[src/verilog/ex_pkg.sv]
package ex_pkg;

    localparam int XLEN = 32;

    typedef logic [XLEN-1:0] word_t;
    typedef logic [3:0]      alu_ctrl_t;
    typedef logic [2:0]      funct3_t;
    typedef logic [1:0]      fwd_sel_t;
    typedef logic [1:0]      mul_ctrl_t;
    typedef logic [1:0]      div_ctrl_t;

    localparam alu_ctrl_t ALU_ADD   = 4'd0;
    localparam alu_ctrl_t ALU_SUB   = 4'd1;
    localparam alu_ctrl_t ALU_AND   = 4'd2;
    localparam alu_ctrl_t ALU_OR    = 4'd3;
    localparam alu_ctrl_t ALU_XOR   = 4'd4;
    localparam alu_ctrl_t ALU_SLL   = 4'd5;
    localparam alu_ctrl_t ALU_SRL   = 4'd6;
    localparam alu_ctrl_t ALU_SRA   = 4'd7;
    localparam alu_ctrl_t ALU_SLT   = 4'd8;
    localparam alu_ctrl_t ALU_SLTU  = 4'd9;
    localparam alu_ctrl_t ALU_PASSB = 4'd10; // LUI.

    localparam funct3_t F3_BEQ  = 3'b000;
    localparam funct3_t F3_BNE  = 3'b001;
    localparam funct3_t F3_BLT  = 3'b100;
    localparam funct3_t F3_BGE  = 3'b101;
    localparam funct3_t F3_BLTU = 3'b110;
    localparam funct3_t F3_BGEU = 3'b111;

    // Code 2'b11 selects zero.
    localparam fwd_sel_t FWD_REG = 2'b00;
    localparam fwd_sel_t FWD_WB  = 2'b01;
    localparam fwd_sel_t FWD_MEM = 2'b10;

    localparam mul_ctrl_t MUL_LO  = 2'd0;
    localparam mul_ctrl_t MUL_HSS = 2'd1;
    localparam mul_ctrl_t MUL_HSU = 2'd2;
    localparam mul_ctrl_t MUL_HUU = 2'd3;

    localparam div_ctrl_t DIV_S = 2'd0;
    localparam div_ctrl_t DIV_U = 2'd1;
    localparam div_ctrl_t REM_S = 2'd2;
    localparam div_ctrl_t REM_U = 2'd3;

    localparam int    DIV_STEPS = 32;
    localparam int    DIV_CNT_W = $clog2(DIV_STEPS);
    localparam word_t INT_MIN   = {1'b1, {(XLEN-1){1'b0}}};

    typedef enum logic [1:0] {
        DIV_IDLE,
        DIV_RUN,
        DIV_DONE
    } div_state_t;

    typedef struct packed {
        alu_ctrl_t alu_ctrl;
        logic      alu_src;
        logic      jump;
        logic      branch;
        funct3_t   funct3;
        logic      jalr;
        logic      op1_pc;
        logic      mul_en;
        logic      div_en;
        mul_ctrl_t mul_ctrl;
        div_ctrl_t div_ctrl;
    } ex_ctrl_t;

    typedef struct packed {
        word_t pc;
        word_t rd1;
        word_t rd2;
        word_t imm;
    } ex_data_t;

    typedef struct packed {
        logic  valid;
        logic  pc_src;
        word_t ex_out;
        word_t write_data;
        word_t pc_target;
    } ex_mem_t;

endpackage

[src/verilog/alu.sv]
module alu import ex_pkg::*; (
    input  word_t     op_a,
    input  word_t     op_b,
    input  alu_ctrl_t alu_ctrl,
    input  funct3_t   funct3,
    output word_t     result,
    output logic      cond
);

    logic [4:0] shamt;
    logic       lt_s;
    logic       lt_u;
    logic       eq;

    assign shamt = op_b[4:0];
    assign lt_s  = $signed(op_a) < $signed(op_b);
    assign lt_u  = op_a < op_b;
    assign eq    = op_a == op_b;

    always_comb begin
        case (alu_ctrl)
            ALU_ADD:   result = op_a + op_b;
            ALU_SUB:   result = op_a - op_b;
            ALU_AND:   result = op_a & op_b;
            ALU_OR:    result = op_a | op_b;
            ALU_XOR:   result = op_a ^ op_b;
            ALU_SLL:   result = op_a << shamt;
            ALU_SRL:   result = op_a >> shamt;
            ALU_SRA:   result = $signed(op_a) >>> shamt;
            ALU_SLT:   result = {{(XLEN-1){1'b0}}, lt_s};
            ALU_SLTU:  result = {{(XLEN-1){1'b0}}, lt_u};
            ALU_PASSB: result = op_b;
            default:   result = '0;
        endcase
    end

    // Branch compare, independent of alu_ctrl.
    always_comb begin
        case (funct3)
            F3_BEQ:  cond = eq;
            F3_BNE:  cond = !eq;
            F3_BLT:  cond = lt_s;
            F3_BGE:  cond = !lt_s;
            F3_BLTU: cond = lt_u;
            F3_BGEU: cond = !lt_u;
            default: cond = 1'b0; // Not a branch encoding.
        endcase
    end

endmodule

[src/verilog/div_unit.sv]
module div_unit import ex_pkg::*; (
    input  logic      clk,
    input  logic      arst_n,
    input  logic      start,
    input  div_ctrl_t div_ctrl,
    input  word_t     numerator,
    input  word_t     denominator,
    output word_t     result,
    output logic      busy
);

    div_state_t           state;
    logic [DIV_CNT_W-1:0] step;
    logic                 load;
    logic                 is_signed;
    word_t                num_abs;
    word_t                den_abs;
    word_t                quo;
    word_t                rem;
    word_t                dvsr;
    word_t                dividend;
    logic                 neg_quo;
    logic                 neg_rem;
    logic                 is_rem;
    logic                 by_zero;
    logic                 overflow;
    logic [XLEN:0]        partial;
    logic [XLEN:0]        diff;
    word_t                quo_out;
    word_t                rem_out;

    assign load      = (state == DIV_IDLE) && start;
    assign busy      = load || (state == DIV_RUN);
    assign is_signed = (div_ctrl == DIV_S) || (div_ctrl == REM_S);
    assign num_abs   = (is_signed && numerator[XLEN-1]) ? -numerator : numerator;
    assign den_abs   = (is_signed && denominator[XLEN-1]) ? -denominator : denominator;

    // One restoring step.
    assign partial = {rem, quo[XLEN-1]};
    assign diff    = partial - {1'b0, dvsr};

    always_ff @(posedge clk or negedge arst_n) begin
        if (!arst_n) begin
            state <= DIV_IDLE;
            step  <= '0;
        end else begin
            case (state)
                DIV_IDLE: begin
                    if (start) begin
                        state <= DIV_RUN;
                        step  <= '0;
                    end
                end
                DIV_RUN: begin
                    step <= step + 1'b1;
                    if (step == DIV_CNT_W'(DIV_STEPS - 1)) state <= DIV_DONE;
                end
                default: state <= DIV_IDLE;
            endcase
        end
    end

    always_ff @(posedge clk) begin
        if (load) begin
            quo      <= num_abs; // Dividend shifts out of the quotient register.
            rem      <= '0;
            dvsr     <= den_abs;
            dividend <= numerator;
            neg_quo  <= is_signed && (numerator[XLEN-1] ^ denominator[XLEN-1]);
            neg_rem  <= is_signed && numerator[XLEN-1];
            is_rem   <= (div_ctrl == REM_S) || (div_ctrl == REM_U);
            by_zero  <= (denominator == '0);
            overflow <= is_signed && (numerator == INT_MIN) && (denominator == '1);
        end else if (state == DIV_RUN) begin
            if (!diff[XLEN]) begin
                rem <= diff[XLEN-1:0];
                quo <= {quo[XLEN-2:0], 1'b1};
            end else begin
                rem <= partial[XLEN-1:0];
                quo <= {quo[XLEN-2:0], 1'b0};
            end
        end
    end

    // Sign fixup and special cases, valid in DIV_DONE.
    assign quo_out = by_zero  ? '1 :
                     overflow ? dividend :
                     neg_quo  ? -quo : quo;
    assign rem_out = by_zero  ? dividend :
                     overflow ? '0 :
                     neg_rem  ? -rem : rem;
    assign result  = is_rem ? rem_out : quo_out;

endmodule

[src/verilog/ex_mem_reg.sv]
module ex_mem_reg import ex_pkg::*; (
    input  logic    clk,
    input  logic    arst_n,
    input  ex_mem_t ex_res,
    input  logic    hold,
    output ex_mem_t mem
);

    always_ff @(posedge clk or negedge arst_n) begin
        if (!arst_n) begin
            mem <= '0;
        end else if (hold) begin
            // Bubble. Data stays put so ex_out_m is stable.
            mem.valid  <= 1'b0;
            mem.pc_src <= 1'b0;
        end else begin
            mem <= ex_res;
        end
    end

endmodule

[src/verilog/ex_stage.sv]
module ex_stage import ex_pkg::*; (
    input  logic     clk,
    input  logic     arst_n,
    input  logic     in_valid,
    input  ex_ctrl_t ctrl,
    input  ex_data_t data,
    input  fwd_sel_t fwd_rs1,
    input  fwd_sel_t fwd_rs2,
    input  word_t    result_w,
    output logic     stall,
    output ex_mem_t  mem
);

    ex_mem_t ex_res;
    logic    busy;
    word_t   ex_out_m;

    assign stall    = busy;
    assign ex_out_m = mem.ex_out; // Memory-stage forwarding value.

    execute execute_inst (
        .clk      (clk),
        .arst_n   (arst_n),
        .in_valid (in_valid),
        .ctrl     (ctrl),
        .data     (data),
        .fwd_rs1  (fwd_rs1),
        .fwd_rs2  (fwd_rs2),
        .result_w (result_w),
        .ex_out_m (ex_out_m),
        .ex_res   (ex_res),
        .busy     (busy)
    );

    ex_mem_reg ex_mem_reg_inst (
        .clk    (clk),
        .arst_n (arst_n),
        .ex_res (ex_res),
        .hold   (busy),
        .mem    (mem)
    );

endmodule

[src/verilog/execute.sv]
module execute import ex_pkg::*; (
    input  logic     clk,
    input  logic     arst_n,
    input  logic     in_valid,
    input  ex_ctrl_t ctrl,
    input  ex_data_t data,
    input  fwd_sel_t fwd_rs1,
    input  fwd_sel_t fwd_rs2,
    input  word_t    result_w,
    input  word_t    ex_out_m,
    output ex_mem_t  ex_res,
    output logic     busy
);

    word_t rs1_fwd;
    word_t rs2_fwd;
    word_t src_a;
    word_t src_b;
    word_t alu_res;
    word_t mul_res;
    word_t div_res;
    logic  alu_cond;

    function automatic word_t fwd_pick(fwd_sel_t sel, word_t reg_val, word_t wb_val,
                                       word_t mem_val);
        case (sel)
            FWD_REG: return reg_val;
            FWD_WB:  return wb_val;
            FWD_MEM: return mem_val;
            default: return '0;
        endcase
    endfunction

    assign rs1_fwd = fwd_pick(fwd_rs1, data.rd1, result_w, ex_out_m);
    assign rs2_fwd = fwd_pick(fwd_rs2, data.rd2, result_w, ex_out_m);

    assign src_a = ctrl.op1_pc  ? data.pc  : rs1_fwd; // AUIPC, JAL.
    assign src_b = ctrl.alu_src ? data.imm : rs2_fwd;

    alu alu_inst (
        .op_a     (src_a),
        .op_b     (src_b),
        .alu_ctrl (ctrl.alu_ctrl),
        .funct3   (ctrl.funct3),
        .result   (alu_res),
        .cond     (alu_cond)
    );

    mul_unit mul_unit_inst (
        .op_a     (src_a),
        .op_b     (src_b),
        .mul_ctrl (ctrl.mul_ctrl),
        .result   (mul_res)
    );

    div_unit div_unit_inst (
        .clk         (clk),
        .arst_n      (arst_n),
        .start       (in_valid && ctrl.div_en),
        .div_ctrl    (ctrl.div_ctrl),
        .numerator   (src_a),
        .denominator (src_b),
        .result      (div_res),
        .busy        (busy)
    );

    assign ex_res.valid      = in_valid;
    assign ex_res.pc_src     = ctrl.jump || (ctrl.branch && alu_cond);
    assign ex_res.ex_out     = ctrl.div_en ? div_res :
                               ctrl.mul_en ? mul_res : alu_res;
    assign ex_res.write_data = rs2_fwd;
    // JALR clears bit 0 of the sum.
    assign ex_res.pc_target  = ctrl.jalr ? {alu_res[XLEN-1:1], 1'b0} : data.pc + data.imm;

endmodule

[src/verilog/mul_unit.sv]
module mul_unit import ex_pkg::*; (
    input  word_t     op_a,
    input  word_t     op_b,
    input  mul_ctrl_t mul_ctrl,
    output word_t     result
);

    logic                   sign_a;
    logic                   sign_b;
    logic signed [XLEN:0]   a_ext;
    logic signed [XLEN:0]   b_ext;
    logic [2*XLEN-1:0]      prod;

    // Low word does not depend on signedness.
    assign sign_a = (mul_ctrl == MUL_HSS) || (mul_ctrl == MUL_HSU);
    assign sign_b = (mul_ctrl == MUL_HSS);

    assign a_ext = {sign_a & op_a[XLEN-1], op_a};
    assign b_ext = {sign_b & op_b[XLEN-1], op_b};
    assign prod  = (2*XLEN)'(a_ext * b_ext);

    assign result = (mul_ctrl == MUL_LO) ? prod[XLEN-1:0] : prod[2*XLEN-1:XLEN];

endmodule
[config.mk]
export PLATFORM = sky130hd
export DESIGN_NAME = ex_stage
export DESIGN_NICKNAME = d
export VERILOG_FILES = /design/src/verilog/ex_pkg.sv /design/src/verilog/alu.sv /design/src/verilog/div_unit.sv /design/src/verilog/ex_mem_reg.sv /design/src/verilog/ex_stage.sv /design/src/verilog/execute.sv /design/src/verilog/mul_unit.sv
export SDC_FILE = /design/constraint.sdc
export NUM_CORES = 2
export LEC_CHECK = 0
export BUFFER_PORTS_ARGS = -buffer_cell sky130_fd_sc_hd__buf_4
export CORE_MARGIN = 1.5
export CORE_UTILIZATION = 40
export DETAILED_ROUTE_END_ITERATION = 8
export GPL_TIMING_DRIVEN = 0
export PLACE_DENSITY = 0.64
export SETUP_SLACK_MARGIN = 0.1
export SKIP_LAST_GASP = 1
export SLEW_MARGIN = 20
export SYNTH_ARGS = -nofsm -noshare
export SYNTH_HDL_FRONTEND = slang
export SYNTH_SLANG_ARGS = --single-unit
[constraint.sdc]
create_clock -name clk -period 10.2 [get_ports clk]
set_input_delay 1.02 -clock clk [delete_from_list [all_inputs] [get_ports clk]]
set_output_delay 1.02 -clock clk [all_outputs]
set_load 0.05 [all_outputs]
==> results.md <==
* Final hold vios at 0
* GR peak layer: met2
* Antenna-violating nets left at 0
* Slowest-stage cell, CP: o21ai_1
* Hold_buf cts at 0
* Avg Vias per Cell at 6.49
* Status: complete, but fails checks
* Ys Warns at 0
* Crit Path Max Fanout at 6
* Final Routed Wirelength at 430 mm
* Worst Setup End Kind: flip-flop
* Largest net degree at the start of global routing at 67
* Gate Count Post-Synth at 7615
* Syn_nets at 9310
* Share of layout cells above drive strength 1 at 0.186
* GR Util met1 at 0.628
* CP peak stage delay at 0.92 ns
* Synth top area cells: fa_1, ha_1, inv_1
* Slew margin rel. at -0.0499
* Largest area contributor in the netlist: fa_1
* Worst Setup SP: fwd_rs2[0]
* DIE WIDTH at 403 um
* Clk_skew at 0.0733 ns
* Final setup violating endpoints at 5
* CP Data Required Time at 10.78 ns
* Async S/R FF share, synth at 0.441
* Mapped cell area at 64000 um^2
* Initial antenna violation count at 56
* Leading cell type in the layout, fill and taps excluded: inv_1
* Tot GR Track Use at 0.519
* Cell mode on critical path: fa_1
* Drt first pass iters at 9
* Max Root-Sink Buffers at 3
* Fin Setup TNS at -0.408 ns
* Max Cap Viol at 1
* Crit path kind: in -> reg
* Final slew viol count at 2
* Most frequent cells in the layout: inv_1, nand2_1, fa_1, buf_4, nor2_1
* TritonCTS clock tree: built
* Initial DRC count at 9595
* Drt wl/cell at 41.4 um
* Post-detail-place hpwl at 348 mm
* Area share of the largest cell type after synthesis at 0.353
* Io pins at 284
* Global route overflow at 0
* Std cell rows at 146
* DIE AREA at 162000 um^2
* Final nets at 9949
* Clock latency on the worst-skew pair at 0.66 ns
* DRC viols at 0
* CP Data Arrival Time at 10.92 ns
* Failing checks: capacitance limit, slew limit, setup timing
* Initial core utilization at 0.403
* Vias at 67365
* Setup WS post-layout at -0.133 ns
* Core Area at 159000 um^2
* Root Driver: clkbuf_16
* Measured slew at the worst slew-check pin at 1.55 ns
* RSZ-0062 raised after global routing: true
* Reg-to-reg startpoint: ex_mem_reg_inst.mem[66]
* Number of enable flip-flop cells after synthesis at 101
* First-pass GRT wire length at 570 mm
* Final Critical Period at 10.33 ns
* DIE HEIGHT at 403 um
* CTS clk-pin slew, worst paths at 0.07 ns
* Area grow syn2layout at 23.0%
* Htree depth at 1
* Worst setup SP type: input pin
* Max Freq at 0.0968 GHz
* Vias in the first global route at 66814
* Met2 track demand over resource at 0.725
* Post-place setup slack at -4.84 ns
* Synth cell types at 103
* Hold WC Path Type: in -> async
* Num CTS Buffers at 28
* Seq/Total Area, Yosys at 0.0985
* Main synth FF type: dfrtp_1
* GP Congestion at 1.15
* GR Util met3 at 0.215
* Synth Register Bits at 238
* Sink Count at 238
* Final period util at 1.01
* Syn avg cell area at 8.40 um^2
* Port bufs at 278
* Reg2Reg Setup Slack at -0.08 ns
==> synthesized netlist by cell type (all sizes together), types with 12 or more instances <==
| library cell | n |
|---|---|
| nand2b | 58 |
| dfrtp | 105 |
| mux2i | 168 |
| o211ai | 66 |
| o31ai | 31 |
| buf | 140 |
| a221o | 37 |
| nor2 | 602 |
| xnor2 | 164 |
| a31o | 12 |
| nor3 | 61 |
| fa | 1129 |
| xor2 | 78 |
| nand2 | 1152 |
| nand3 | 117 |
| a2111oi | 13 |
| nor2b | 37 |
| dfxtp | 32 |
| and3 | 36 |
| and2 | 28 |
| o221ai | 44 |
| nor4 | 22 |
| nand4 | 30 |
| a22oi | 45 |
| o21ai | 377 |
| or3 | 21 |
| inv | 1247 |
| o22ai | 40 |
| o21a | 33 |
| edfxtp | 101 |
| a21o | 71 |
| clkbuf | 332 |
| a211oi | 41 |
| ha | 381 |
| a211o | 16 |
| clkinv | 19 |
| or4 | 18 |
| a21oi | 305 |
| a31oi | 57 |
| o41ai | 20 |
| a221oi | 45 |
| nor4bb | 26 |
| mux2 | 62 |
| o21bai | 21 |
| or2 | 20 |
==> critical path: cells and delay by family <==
kind            cells  cell delay (ns)
fa+ha+maj           9             4.32
buf+inv            18             2.36
simple gates        3             0.40
mux                 2             0.49
compound gates      7             2.26
==> registers in the layout (all words and copies together) (netlist names) <==
register	count
ex_mem_reg_inst.mem	98
execute_inst.div_unit_inst.dividend	32
execute_inst.div_unit_inst.dvsr	32
execute_inst.div_unit_inst.quo	32
execute_inst.div_unit_inst.rem	32
execute_inst.div_unit_inst.step	5
execute_inst.div_unit_inst.state	2
execute_inst.div_unit_inst.by_zero	1
execute_inst.div_unit_inst.is_rem	1
execute_inst.div_unit_inst.neg_quo	1
execute_inst.div_unit_inst.neg_rem	1
execute_inst.div_unit_inst.overflow	1
==> metrics by stage <==
stage	hold slack, ns	util	instances	area [um^2]
5_1_grt	0.326	0.496	10350	78600
6_report	0.275	0.496	10384	78700
3_5_place_dp	0.469	0.441	10015	69900
3_3_place_gp	0.463	0.433	9965	68700
4_1_cts	0.297	0.476	10179	75500
2_1_floorplan	0.465	-	7615	64000
==> timing repair <==
| item | CTS | global route |
|---|---|---|
| setup buffers | 138 | 167 |
| endpoints found under the setup margin | 32 | 31 |
| cloned | 3 | 10 |
| pin swaps | 77 | 174 |
| resized for setup | 973 | 547 |
| hold endpoints to repair | 0 | 0 |
==> layout make-up <==
cell class,count,area [um^2]
flip-flops and latches,238,6300
clock inverters,18,175
well taps,2072,2590
clock buffers,34,779
fillers,15193,79900
plain buffers,432,4040
inverters,1266,5030
diodes,36,90.1
repair buffers,649,6090
multi-input cells,5639,53600
==> logic make-up (layout without fill, tap and decap cells) <==
| family | Yosys count | after routing | synth area share |
|---|---|---|---|
| buffers and inverters | 1738 | 2399 | 0.104 |
| muxes | 231 | 231 | 0.0377 |
| other | 0 | 36 | 0 |
| AOI/OAI and AO/OA | 1405 | 1405 | 0.146 |
| and+or+nand+nor | 2250 | 2250 | 0.152 |
| DFF | 238 | 238 | 0.0985 |
| xor gates and xnor gates | 242 | 242 | 0.0331 |
| adders and majority gates | 1511 | 1511 | 0.428 |
==> metal layers <==
metal	up-vias	wire length [um]
li1	26062	-
met1	34079	155000
met2	5505	170000
met3	1677	60800
met4	42	44000
met5	-	515
==> final timing paths <==
| path | to | depth (start not counted) |
|---|---|---|
| worst max-delay path | ex_mem_reg_inst.mem[88] | 39 |
| worst min-delay path | ex_mem_reg_inst.mem[41] | 1 |
| worst max register to register | ex_mem_reg_inst.mem[88] | 32 |
| worst min register to register | ex_mem_reg_inst.mem[44] | 2 |
| max in group asynchronous | ex_mem_reg_inst.mem[67] | 2 |
| min in group clk | ex_mem_reg_inst.mem[44] | 2 |
Power is not shown: default switching activity piles up to over one toggle a cycle in this logic, so the estimate is an artifact.
